==> config.mk <==
export PLATFORM = sky130hd
export DESIGN_NAME = pageTableWalker
export DESIGN_NICKNAME = d
export VERILOG_FILES = /design/src/hw/sv39Pkg.sv /design/src/hw/walkerPkg.sv /design/src/hw/pageTableWalker.sv /design/src/hw/ptAddrGen.sv /design/src/hw/pteCheck.sv /design/src/hw/walkControl.sv /design/src/hw/walkRequest.sv
export SDC_FILE = /design/constraint.sdc
export NUM_CORES = 1
export LEC_CHECK = 0
export BUFFER_PORTS_ARGS = -buffer_cell sky130_fd_sc_hd__buf_2
export CAP_MARGIN = 40
export CELL_PAD_IN_SITES_DETAIL_PLACEMENT = 2
export CELL_PAD_IN_SITES_GLOBAL_PLACEMENT = 2
export CORE_AREA = 2 2 176 178
export CTS_BUF_LIST = sky130_fd_sc_hd__clkbuf_2 sky130_fd_sc_hd__clkbuf_4 sky130_fd_sc_hd__clkbuf_8
export CTS_CLUSTER_SIZE = 28
export DETAILED_ROUTE_END_ITERATION = 6
export DIE_AREA = 0 0 178 180
export GPL_ROUTABILITY_DRIVEN = 0
export HOLD_SLACK_MARGIN = 0.08
export PLACE_DENSITY = 0.79
export SLEW_MARGIN = 20
export SYNTH_ARGS = -nofsm -noshare
export SYNTH_HDL_FRONTEND = slang
export SYNTH_SLANG_ARGS = --single-unit
export TNS_END_PERCENT = 20
==> constraint.sdc <==
create_clock -name clk -period 6.8 [get_ports clk]
set_input_delay 0 -clock clk [delete_from_list [all_inputs] [get_ports clk]]
set_output_delay 0 -clock clk [all_outputs]
set_load 0.005 [all_outputs]
==> src/hw/sv39Pkg.sv <==
//////////////////////////////////////////////////////////////////////
// Sv39 architecture constants
// Address, page number and page table entry layout for RV64 walking
//////////////////////////////////////////////////////////////////////

package sv39Pkg;

   //////////////////////////////////////////////////////////////////////
   // Widths
   //////////////////////////////////////////////////////////////////////

   // Register and entry width
   localparam int unsigned XLEN = 64;

   // Physical address and page number
   localparam int unsigned PA_BITS = 56;
   localparam int unsigned PPN_BITS = 44;

   // One VPN segment indexes a 512-entry table
   localparam int unsigned VPN_BITS = 9;
   localparam int unsigned LEVELS = 3;

   // Entry page number starts above the flags and RSW bits
   localparam int unsigned PTE_PPN_LSB = 10;

   // Entries are 8 bytes
   localparam int unsigned PTE_SHIFT = 3;

   //////////////////////////////////////////////////////////////////////
   // satp mode field
   //////////////////////////////////////////////////////////////////////

   // Mode sits in the top bits of satp
   localparam int unsigned SATP_MODE_BITS = 4;
   localparam logic [SATP_MODE_BITS-1:0] MODE_SV39 = 4'd8;

   //////////////////////////////////////////////////////////////////////
   // Entry flag positions
   //////////////////////////////////////////////////////////////////////

   localparam int unsigned PTE_V = 0;
   localparam int unsigned PTE_R = 1;
   localparam int unsigned PTE_W = 2;
   localparam int unsigned PTE_X = 3;
   localparam int unsigned PTE_U = 4;
   localparam int unsigned PTE_G = 5;
   localparam int unsigned PTE_A = 6;
   localparam int unsigned PTE_D = 7;

endpackage

==> src/hw/walkerPkg.sv <==
//////////////////////////////////////////////////////////////////////
// Walker encodings
// FSM state encoding and TLB page-size codes
//////////////////////////////////////////////////////////////////////

package walkerPkg;

   // Walk FSM states
   // Each level has a wait state for the read and a check state
   typedef enum logic [3:0] {
      IDLE,
      START,
      L2_WAIT,
      L2_CHECK,
      L1_WAIT,
      L1_CHECK,
      L0_WAIT,
      L0_CHECK,
      LEAF,
      FAULT
   } walkState;

   // Page size handed to the TLB with the entry
   // Code follows the level the leaf was found at
   typedef enum logic [1:0] {
      PAGE_4K = 2'd0,
      PAGE_2M = 2'd1,
      PAGE_1G = 2'd2
   } pageSize;

endpackage

==> src/hw/pageTableWalker.sv <==
//////////////////////////////////////////////////////////////////////
// Sv39 page table walker
// Serves I-TLB and D-TLB misses with a three-level table walk
//////////////////////////////////////////////////////////////////////

`timescale 1ns/1ps

module pageTableWalker (
   input  logic                        clk,
   input  logic                        rstN,
   input  logic [sv39Pkg::XLEN-1:0]    satp,
   input  logic [sv39Pkg::XLEN-1:0]    pc,
   input  logic [sv39Pkg::XLEN-1:0]    memAdr,
   input  logic                        itlbMiss,
   input  logic                        dtlbMiss,
   input  logic [1:0]                  memRw,
   input  logic [sv39Pkg::XLEN-1:0]    pteData,
   input  logic                        ptStall,
   output logic [sv39Pkg::PA_BITS-1:0] ptAdrE,
   output logic                        ptReadE,
   output logic [sv39Pkg::PA_BITS-1:0] ptAdrM,
   output logic                        ptReadM,
   output logic                        ptActive,
   output logic [sv39Pkg::XLEN-1:0]    pte,
   output walkerPkg::pageSize          pageType,
   output logic                        itlbWrite,
   output logic                        dtlbWrite,
   output logic                        instrPageFault,
   output logic                        loadPageFault,
   output logic                        storePageFault
);

   // Request to control handshake
   logic walkStart, walkIdle, walkDone;
   logic dataWalk, isStore;

   // Address generation
   logic [sv39Pkg::XLEN-1:0]     vAdr;
   logic [sv39Pkg::PPN_BITS-1:0] basePpn, entryPpn;
   logic [1:0]                   level;
   logic                         addrFromPte;

   // Entry classification
   logic [sv39Pkg::XLEN-1:0] entry;
   logic                     isPointer, isGoodLeaf;

   walkRequest walkRequest_inst (
      .clk, .rstN, .satp, .pc, .memAdr, .itlbMiss, .dtlbMiss, .memRw,
      .walkIdle, .walkDone, .walkStart, .vAdr, .dataWalk, .isStore,
      .ptActive, .basePpn
   );

   ptAddrGen ptAddrGen_inst (
      .clk, .rstN, .vAdr, .basePpn, .entryPpn, .level, .addrFromPte,
      .ptReadE, .ptAdrE, .ptAdrM, .ptReadM
   );

   pteCheck pteCheck_inst (
      .entry, .level, .isStore, .entryPpn, .isPointer, .isGoodLeaf
   );

   walkControl walkControl_inst (
      .clk, .rstN, .walkStart, .ptStall, .pteData, .isPointer, .isGoodLeaf,
      .dataWalk, .isStore, .walkIdle, .walkDone, .level, .addrFromPte,
      .ptReadE, .entry, .pte, .pageType, .itlbWrite, .dtlbWrite,
      .instrPageFault, .loadPageFault, .storePageFault
   );

endmodule

==> src/hw/ptAddrGen.sv <==
//////////////////////////////////////////////////////////////////////
// Page table address generator
// Forms each level's entry address and its memory-stage copy
//////////////////////////////////////////////////////////////////////

`timescale 1ns/1ps

module ptAddrGen (
   input  logic                         clk,
   input  logic                         rstN,
   input  logic [sv39Pkg::XLEN-1:0]     vAdr,
   input  logic [sv39Pkg::PPN_BITS-1:0] basePpn,
   input  logic [sv39Pkg::PPN_BITS-1:0] entryPpn,
   input  logic [1:0]                   level,
   input  logic                         addrFromPte,
   input  logic                         ptReadE,
   output logic [sv39Pkg::PA_BITS-1:0]  ptAdrE,
   output logic [sv39Pkg::PA_BITS-1:0]  ptAdrM,
   output logic                         ptReadM
);

   logic [sv39Pkg::VPN_BITS-1:0] vpn;
   logic [sv39Pkg::PPN_BITS-1:0] tablePpn;

   // VPN[level] sits above the 4 KiB page offset
   // Page offset width is one table index plus the entry shift
   assign vpn = vAdr[(sv39Pkg::VPN_BITS + sv39Pkg::PTE_SHIFT) + level * sv39Pkg::VPN_BITS
                     +: sv39Pkg::VPN_BITS];

   // Root table comes from satp, lower tables from the last pointer entry
   assign tablePpn = addrFromPte ? entryPpn : basePpn;

   // Entry address, 8-byte aligned
   assign ptAdrE = {tablePpn, vpn, {sv39Pkg::PTE_SHIFT{1'b0}}};

   //////////////////////////////////////////////////////////////////////
   // Memory-stage copy
   //////////////////////////////////////////////////////////////////////

   always_ff @(posedge clk) begin
      ptAdrM <= ptAdrE;
   end

   always_ff @(posedge clk or negedge rstN) begin
      if (!rstN) begin
         ptReadM <= 1'b0;
      end else begin
         ptReadM <= ptReadE;
      end
   end

endmodule

==> src/hw/pteCheck.sv <==
//////////////////////////////////////////////////////////////////////
// Page table entry check
// Classifies the held entry as pointer, good leaf or neither
//////////////////////////////////////////////////////////////////////

`timescale 1ns/1ps

module pteCheck (
   input  logic [sv39Pkg::XLEN-1:0]     entry,
   input  logic [1:0]                   level,
   input  logic                         isStore,
   output logic [sv39Pkg::PPN_BITS-1:0] entryPpn,
   output logic                         isPointer,
   output logic                         isGoodLeaf
);

   logic valid, readable, writable, executable, accessed, dirty;
   logic leafEntry, writeNoRead, accessAlert, misaligned;

   // Unpack flags
   assign valid      = entry[sv39Pkg::PTE_V];
   assign readable   = entry[sv39Pkg::PTE_R];
   assign writable   = entry[sv39Pkg::PTE_W];
   assign executable = entry[sv39Pkg::PTE_X];
   assign accessed   = entry[sv39Pkg::PTE_A];
   assign dirty      = entry[sv39Pkg::PTE_D];

   assign entryPpn = entry[sv39Pkg::PTE_PPN_LSB +: sv39Pkg::PPN_BITS];

   // Any of R, W, X set marks a leaf
   assign leafEntry = readable | writable | executable;

   // W without R is reserved
   assign writeNoRead = writable & ~readable;

   // A clear, or D clear on a store, needs software to update the entry
   assign accessAlert = ~accessed | (isStore & ~dirty);

   // Superpages need the PPN segments below their level to be zero
   always_comb begin
      case (level)
         2'd2:    misaligned = |entryPpn[2*sv39Pkg::VPN_BITS-1:0];
         2'd1:    misaligned = |entryPpn[sv39Pkg::VPN_BITS-1:0];
         default: misaligned = 1'b0;
      endcase
   end

   // No pointer allowed past level 0, so that case falls through to a fault
   assign isPointer = valid & ~leafEntry & (level != 2'd0);

   assign isGoodLeaf = valid & leafEntry & ~writeNoRead & ~accessAlert & ~misaligned;

endmodule

==> src/hw/walkControl.sv <==
//////////////////////////////////////////////////////////////////////
// Walk control
// Walk FSM, entry capture, TLB write and page fault strobes
//////////////////////////////////////////////////////////////////////

`timescale 1ns/1ps

module walkControl (
   input  logic                     clk,
   input  logic                     rstN,
   input  logic                     walkStart,
   input  logic                     ptStall,
   input  logic [sv39Pkg::XLEN-1:0] pteData,
   input  logic                     isPointer,
   input  logic                     isGoodLeaf,
   input  logic                     dataWalk,
   input  logic                     isStore,
   output logic                     walkIdle,
   output logic                     walkDone,
   output logic [1:0]               level,
   output logic                     addrFromPte,
   output logic                     ptReadE,
   output logic [sv39Pkg::XLEN-1:0] entry,
   output logic [sv39Pkg::XLEN-1:0] pte,
   output walkerPkg::pageSize       pageType,
   output logic                     itlbWrite,
   output logic                     dtlbWrite,
   output logic                     instrPageFault,
   output logic                     loadPageFault,
   output logic                     storePageFault
);

   walkerPkg::walkState state, nextState;
   walkerPkg::pageSize  levelSize;
   logic                captureEn, tlbWrite, faultStrobe;

   //////////////////////////////////////////////////////////////////////
   // State and entry registers
   //////////////////////////////////////////////////////////////////////

   always_ff @(posedge clk or negedge rstN) begin
      if (!rstN) begin
         state <= walkerPkg::IDLE;
      end else begin
         state <= nextState;
      end
   end

   // Entry is taken on the last cycle of a wait state
   always_ff @(posedge clk) begin
      if (captureEn) begin
         entry <= pteData;
      end
   end

   assign walkIdle = (state == walkerPkg::IDLE);

   //////////////////////////////////////////////////////////////////////
   // Next state and per-state controls
   //////////////////////////////////////////////////////////////////////

   always_comb begin
      nextState   = state;
      level       = 2'(sv39Pkg::LEVELS - 1);
      addrFromPte = 1'b0;
      ptReadE     = 1'b0;
      captureEn   = 1'b0;
      tlbWrite    = 1'b0;
      faultStrobe = 1'b0;
      walkDone    = 1'b0;
      // Level and table source follow the state
      case (state)
         walkerPkg::L1_WAIT, walkerPkg::L1_CHECK: begin
            level       = 2'd1;
            addrFromPte = 1'b1;
         end
         walkerPkg::L0_WAIT, walkerPkg::L0_CHECK: begin
            level       = 2'd0;
            addrFromPte = 1'b1;
         end
         default: begin
         end
      endcase
      case (state)
         walkerPkg::IDLE: begin
            if (walkStart) begin
               nextState = walkerPkg::START;
            end
         end
         walkerPkg::START: nextState = walkerPkg::L2_WAIT;
         // Hold the read until memory stops stalling
         walkerPkg::L2_WAIT, walkerPkg::L1_WAIT, walkerPkg::L0_WAIT: begin
            ptReadE = 1'b1;
            if (!ptStall) begin
               captureEn = 1'b1;
               nextState = walkerPkg::walkState'(state + 4'd1);
            end
         end
         walkerPkg::L2_CHECK, walkerPkg::L1_CHECK, walkerPkg::L0_CHECK: begin
            if (isGoodLeaf) begin
               tlbWrite  = 1'b1;
               nextState = walkerPkg::LEAF;
            end else if (isPointer) begin
               // Next wait state follows this check state
               nextState = walkerPkg::walkState'(state + 4'd1);
            end else begin
               nextState = walkerPkg::FAULT;
            end
         end
         walkerPkg::LEAF: begin
            walkDone  = 1'b1;
            nextState = walkerPkg::IDLE;
         end
         walkerPkg::FAULT: begin
            walkDone    = 1'b1;
            faultStrobe = 1'b1;
            nextState   = walkerPkg::IDLE;
         end
         default: nextState = walkerPkg::IDLE;
      endcase
   end

   //////////////////////////////////////////////////////////////////////
   // Results
   //////////////////////////////////////////////////////////////////////

   // Page size from the level the leaf was found at
   always_comb begin
      case (level)
         2'd2:    levelSize = walkerPkg::PAGE_1G;
         2'd1:    levelSize = walkerPkg::PAGE_2M;
         default: levelSize = walkerPkg::PAGE_4K;
      endcase
   end

   // Result bus only carries data with a write strobe
   assign pte      = tlbWrite ? entry : '0;
   assign pageType = tlbWrite ? levelSize : walkerPkg::PAGE_4K;

   assign itlbWrite = tlbWrite & ~dataWalk;
   assign dtlbWrite = tlbWrite & dataWalk;

   // Fault kind from miss source and access
   assign instrPageFault = faultStrobe & ~dataWalk;
   assign loadPageFault  = faultStrobe & dataWalk & ~isStore;
   assign storePageFault = faultStrobe & dataWalk & isStore;

endmodule

==> src/hw/walkRequest.sv <==
//////////////////////////////////////////////////////////////////////
// Walk request stage
// Arbitrates TLB misses and holds the address and source of a walk
//////////////////////////////////////////////////////////////////////

`timescale 1ns/1ps

module walkRequest (
   input  logic                         clk,
   input  logic                         rstN,
   input  logic [sv39Pkg::XLEN-1:0]     satp,
   input  logic [sv39Pkg::XLEN-1:0]     pc,
   input  logic [sv39Pkg::XLEN-1:0]     memAdr,
   input  logic                         itlbMiss,
   input  logic                         dtlbMiss,
   input  logic [1:0]                   memRw,
   input  logic                         walkIdle,
   input  logic                         walkDone,
   output logic                         walkStart,
   output logic [sv39Pkg::XLEN-1:0]     vAdr,
   output logic                         dataWalk,
   output logic                         isStore,
   output logic                         ptActive,
   output logic [sv39Pkg::PPN_BITS-1:0] basePpn
);

   logic [sv39Pkg::SATP_MODE_BITS-1:0] satpMode;
   logic [sv39Pkg::XLEN-1:0]           missAdr;
   logic                               anyMiss;

   // Mode field at the top of satp, root table page at the bottom
   assign satpMode = satp[sv39Pkg::XLEN-1 -: sv39Pkg::SATP_MODE_BITS];
   assign basePpn  = satp[sv39Pkg::PPN_BITS-1:0];

   assign anyMiss = itlbMiss | dtlbMiss;

   // Start only from idle and only with Sv39 translation on
   assign walkStart = walkIdle & anyMiss & (satpMode == sv39Pkg::MODE_SV39);

   // Data miss wins over a pending fetch miss
   assign missAdr = dtlbMiss ? memAdr : pc;

   // Virtual address of the walk
   always_ff @(posedge clk) begin
      if (walkStart) begin
         vAdr <= missAdr;
      end
   end

   // Miss source and access kind, held for the fault and write strobes
   always_ff @(posedge clk or negedge rstN) begin
      if (!rstN) begin
         dataWalk <= 1'b0;
         isStore  <= 1'b0;
         ptActive <= 1'b0;
      end else if (walkStart) begin
         dataWalk <= dtlbMiss;
         // Store only matters for a data walk
         isStore  <= dtlbMiss & memRw[0];
         ptActive <= 1'b1;
      end else if (walkDone) begin
         dataWalk <= 1'b0;
         isStore  <= 1'b0;
         ptActive <= 1'b0;
      end
   end

endmodule

======== Word level (Yosys, flattened, before mapping) ========
Cells that the tools add are included.
Widths: inputs -> output; s select.
cells by class
  equality and inequality tests ........... 14
  reductions and logical operators ........ 12
  bitwise logic cells ..................... 30
  multiplexer cells ....................... 24
  shifts and indexed selects .............. 1
  add/sub/neg operators ................... 2
  $mul .................................... 1
operators by type and width
  kind                 number
  $mux 64              2
  $shiftx 64x33->9     1
  $mux 44              1
  $reduce_or 18->1     1
  $and 1x1->1          17
  $eq 4x3->1 const B   4
  $mux 4               4
  $pmux 4 s4           1
  $eq 4x4->1 const B   3
  $mux 1               12
  $not 1->1            9
  $reduce_or 9->1      1
  $eq 4x2->1 const B   2
  $pmux 2 s2           2
  $add 4x6->7 const A  1
  $mul 2x4->6 const B  1
  $reduce_or 2->1      3
  $reduce_or 3->1      2
  $add 4x1->4 const B  1
  $eq 4x1->1 const B   1
  $logic_not 4->1      1
  $or 1x1->1           4
  $reduce_bool 2->1    2
  $reduce_or 4->1      1
  other kinds (7)      7
storage, ports and cells
  bits in registers ....................... 189
  input port bits ......................... 263
  output and inout port bits .............. 186
  logic and storage cells ................. 92

======== Logic depth before layout (Yosys ltp) ========
  word-level depth ........................ 10
  depth in mapped cells ................... 10
  mapped depth without buffers ............ 7

======== Cells and area by module ========
From an unflattened synthesis, not the netlist that was laid out.
second synthesis, totals
  cells, all modules ...................... 573
  area total of the unflattened synthesis .. 8369.3 sq um
by module, submodules not included
  module       area each (sq um)  instances  cells an instance
  walkRequest  3165.5             1          191
  walkControl  2821.5             1          198
  ptAddrGen    1901.8             1          121
  pteCheck     480.5              1          63

======== Worst setup path before layout ========
Ideal clock, no wire load.
  path type ............................... register to register
  from .................................... register walkControl_inst.state[0]
  to ...................................... register walkControl_inst.entry[0] (netlist bit), enable pin
  setup slack ............................. 1.052 ns
  cell stages (with the launch flop) ...... 5
  path buffers ............................ 0
  required time ........................... 6.235 ns
  library setup time ...................... 0.565 ns
  period minus slack after synthesis ...... 5.748 ns
  data arrival time ....................... 5.184 ns
  path through ............................ dfrtp_1 -> inv_1 -> ha_1 -> a21oi_1 -> nor3_1
between the ends
  longest elaborated chain between the ends .. 3
  elaborated cells on any way between the ends .. 5
RTL lines
  what                                      line               source
  from (decl)                               walkControl.sv:33  walkerPkg::walkState state, nextState;
  from (signal assigned)                    walkControl.sv:43  state <= walkerPkg::IDLE;
  from (signal assigned)                    walkControl.sv:45  state <= nextState;
  $eq 4x2->1 or $eq 4x3->1 (tied branches)  walkControl.sv:84  case (state)
  $reduce_or 3->1 (*)                       walkControl.sv:84
  $mux 1 (*)                                walkControl.sv:84
  named net walkControl_inst.captureEn      walkControl.sv:35  logic captureEn, tlbWrite, faultStrobe;
  to (signal assigned)                      walkControl.sv:52  entry <= pteData;
  to (decl)                                 walkControl.sv:23  output logic [sv39Pkg::XLEN-1:0] entry,
Mark *: on every way through the listed nets, which the timed path passes. The rest lies on a longest branch.
A chain may end at the register's enable or synchronous reset.

======== Worst setup path in the final report ========
  from .................................... register walkControl_inst.state[0]
  to ...................................... output pte[38] (netlist bit)
between the ends
  longest elaborated chain between the ends .. 10
  elaborated cells on any way between the ends .. 17
RTL lines
  what                                      line                                  source
  $eq 4x3->1 (on tied branches)             walkControl.sv:72, walkControl.sv:84
  $reduce_or 2->1                           n/a
  $pmux 2 s2                                walkControl.sv:72                     case (state)
  $eq 2x1->1 or $eq 2x2->1 (tied branches)  pteCheck.sv:41                        case (level)
  $pmux 1 s2                                pteCheck.sv:41
  $not 1->1                                 pteCheck.sv:51                        assign isGoodLeaf = valid & leafEntry & ~writeNoRead & ~accessAlert & ~misaligned;
  $and 1x1->1                               pteCheck.sv:51
  $mux 1                                    walkControl.sv:100                    if (isGoodLeaf) begin
  $mux 1 (*)                                walkControl.sv:84
  $mux 64 (*)                               walkControl.sv:137                    assign pte = tlbWrite ? entry : '0;
  to (decl)                                 pageTableWalker.sv:24                 output logic [sv39Pkg::XLEN-1:0] pte,
Mark *: on every way between the ends. The rest lies on a longest branch, timed or not.

==> flow_metrics.tcl <==
set metrics [dict create \
    status "complete, no violations" \
    clock_latency_ps 460 \
    worst-setup-path-type "register to output port" \
    wire_per_inst_um 19.72 \
    max_stage_delay_ps 480 \
    reg2reg_to "ptAddrGen_inst.ptAdrM[55]" \
    firstDrtPassIters 4 \
    maxSlewViolCount 0 \
    dpl_worst_slack_ps 3697 \
    layout_commonest_cell "buf_2" \
    syn-cell-area_um2 5996 \
    slew_headroom_pct 43.61 \
    crit_path_cell_trace "inv_1 > ha_1 > nor2_1 > and3_1 > buf_4 > a2bb2oi_2 > and3_2 > buf_4 > and2_1 > buf_2" \
    core_um2 30190 \
    chipHeight_um 180 \
    die-area_um2 32040 \
    period_minus_slack_ps 3454 \
    ys_warn_count 0 \
    clk_path_buf_depth 2 \
    synthFlopType "edfxtp_1" \
    crit_start "walkControl_inst.state[0]" \
    rows 64 \
    min_path_type "input pin to register" \
    crit_arrival_ps 3450 \
    antenna_found_initial 1 \
    cts_tree "built" \
    nets 1211 \
    grt-ovfl-total 0 \
    syn_area_per_cell_um2 14.17 \
    place_area_um2 8167 \
    synth_cell_types 44 \
    via_per_inst 4.072 \
    setup-violations-final 0 \
    p_leak_nw 4.572 \
    timing.rr.start "walkControl_inst.state[0]" \
    grt_max_degree 58 \
    port_buffers 351 \
    setup_slack_ps 3346 \
    root_buffer "clkbuf_8" \
    dpl.hpwl_mm 17.51 \
    required_ps 6800 \
    endpoint_kind "output port" \
    ir_drop_uv 116.2 \
    drc 0 \
    rsz0062_at_grt "false" \
    crit_fanout 57 \
    io-pin-count 449 \
    h-tree-depth 4 \
    startpoint_type "register" \
    path_common_cell "buf_4" \
    tightest_slew_ps 845.9 \
    grt_pass1_vias 6493 \
    setup_tns_ps 0 \
    start_util_pct 19.86 \
    die_w_um 178 \
    final_hold_viol_count 0 \
    crit_slowest_cell "buf_4" \
    clk_pin_slew_ps 90 \
    fmax_mhz 289.5 \
    r2r_slack_ps 4050 \
    synth-seq-cells 152 \
    cts_buffers 17 \
    async_flop_share_pct 5.263 \
    pwr_density_cell_nw_per_um2 278.4 \
    fin_worst_skew_ps 11.80 \
    clock_sink_count 152 \
    cts_resized 0 \
    drtIter0Drc 148 \
    grt_pass1_wl_mm 39.38 \
    vias 5513 \
    rr_worst_depth 6 \
    final_core_util_pct 33.82 \
    maxCapViolations 0 \
    ant_nets 0 \
    syn_inst 423 \
    timing.final.crit_share_pct 50.79 \
    routed_wl_mm 26.71 \
    area_delta_synth_final_pct 70.26 \
    layout_common_cells "buf_2 (351), dlygate4sd3_1 (167), edfxtp_1 (91)" \
    final_cell_area_um2 10210 \
    grt_usage_pct 16.52 \
    setup.worst_path.end "pte[38]" \
    synth_edf_count 91 \
    drive_gt1_share_pct 49.01 \
    yosysSeqAreaShare_pct 66.61 \
]
==> cell type report <==
| type | instances | area (um2) |
|---|---|---|
| diodes | 1 | 2.502 |
| repair buffers | 524 | 3473 |
| flip-flops and latches | 152 | 3994 |
| multi-input cells | 244 | 1857 |
| inverters | 5 | 18.77 |
| clock inverters | 12 | 105.1 |
| fillers | 3250 | 19980 |
| well taps | 396 | 495.5 |
| clock buffers | 20 | 262.8 |
==> sequential cells by signal, indices dropped and copies added (netlist names) <==
| register | cells |
|---|---|
| walkControl_inst.entry | 64 |
| ptAddrGen_inst.ptAdrM | 53 |
| walkRequest_inst.vAdr | 27 |
| walkControl_inst.state | 4 |
| ptAddrGen_inst.ptReadM | 1 |
| walkRequest_inst.dataWalk | 1 |
| walkRequest_inst.isStore | 1 |
| walkRequest_inst.ptActive | 1 |
==> critical path, delay by kind of cell (launching register included) <==
kind                       cells  cell delay, ps
buffers and inverters          4             970
adders and majority gates      1             260
AOI/OAI and AO/OA              1             260
DFF                            1             470
and+or+nand+nor                4             980
==> where the power goes <==
| group | internal, mW | switching, mW |
|---|---|---|
| sequential | 1.20 | 0.111 |
| clock | 0.306 | 0.375 |
| combinational | 0.396 | 0.449 |
| total | 1.91 | 0.935 |
==> synth_stat cells (all sizes together), types with 2 or more instances <==
cell type | number | share of area [%]
mux2 | 71 | 13
ha | 4 | 0.83
clkbuf | 11 | 0.73
buf | 16 | 2.0
edfxtp | 91 | 46
dfrtp | 8 | 3.3
and2 | 67 | 7.0
nor2 | 15 | 0.94
nor3 | 3 | 0.25
or2 | 2 | 0.21
and3 | 3 | 0.33
a22oi | 6 | 0.75
nor4b | 2 | 0.29
nand3 | 3 | 0.25
nand3b | 2 | 0.25
inv | 5 | 0.31
nor4 | 2 | 0.21
nor2b | 3 | 0.31
dfxtp | 53 | 18
a21o | 2 | 0.25
o21ai | 10 | 0.90
nand2 | 16 | 1.0
a21oi | 12 | 1.0
==> layer usage <==
layer	GRT usage, %	part of all wire [%]
met5	0	0
met4	5.246	2.1
met3	5.351	7.7
met2	32.16	54
met1	16.14	36
==> worst min path at each step <==
stage	to	startpoint	slack (ps)	cells after the start
2_1_floorplan	ptAddrGen_inst.ptReadM	rstN	-300	0
3_3_place_gp	ptAddrGen_inst.ptReadM	rstN	-130	1
3_5_place_dp	ptAddrGen_inst.ptReadM	rstN	-130	1
4_1_cts	walkControl_inst.entry[60]	pteData[60]	190	2
5_1_grt	walkControl_inst.entry[0]	pteData[0]	220	2
6_report	walkControl_inst.entry[28]	pteData[28]	250	2
==> kinds of logic (layout without fill, tap and decap cells) <==
family | count (synthesis) | count (layout) | share of synthesized area, %
flip-flops | 152 | 152 | 66.61
AND/OR/NAND/NOR | 124 | 124 | 11.85
multiplexers | 71 | 71 | 13.33
AO/OA/AOI/OAI | 39 | 39 | 4.257
buffers and inverters | 32 | 561 | 3.047
adder cells (fa/ha/maj) | 4 | 4 | 0.8348
other | 1 | 7 | 0.06254
==> stage by stage <==
| stage | power, mW | hold slack, ps | std cells |
|---|---|---|---|
| 2_1_floorplan | 1.697 | -295.6 | 428 |
| 3_3_place_gp | 2.053 | -133.5 | 1154 |
| 3_5_place_dp | 2.094 | -130.2 | 1154 |
| 4_1_cts | 2.878 | 194.5 | 1353 |
| 5_1_grt | 3.031 | 217.9 | 1354 |
| 6_report | 2.842 | 254.8 | 1354 |
==> repair_timing <==
| item | 4_1_cts | 5_1_grt |
|---|---|---|
| hold buffers | 167 | 0 |
| setup buffers | 0 | 0 |
| endpoints found under the hold margin | 149 | 0 |
Note: power is estimated with default switching activity, not from simulation.
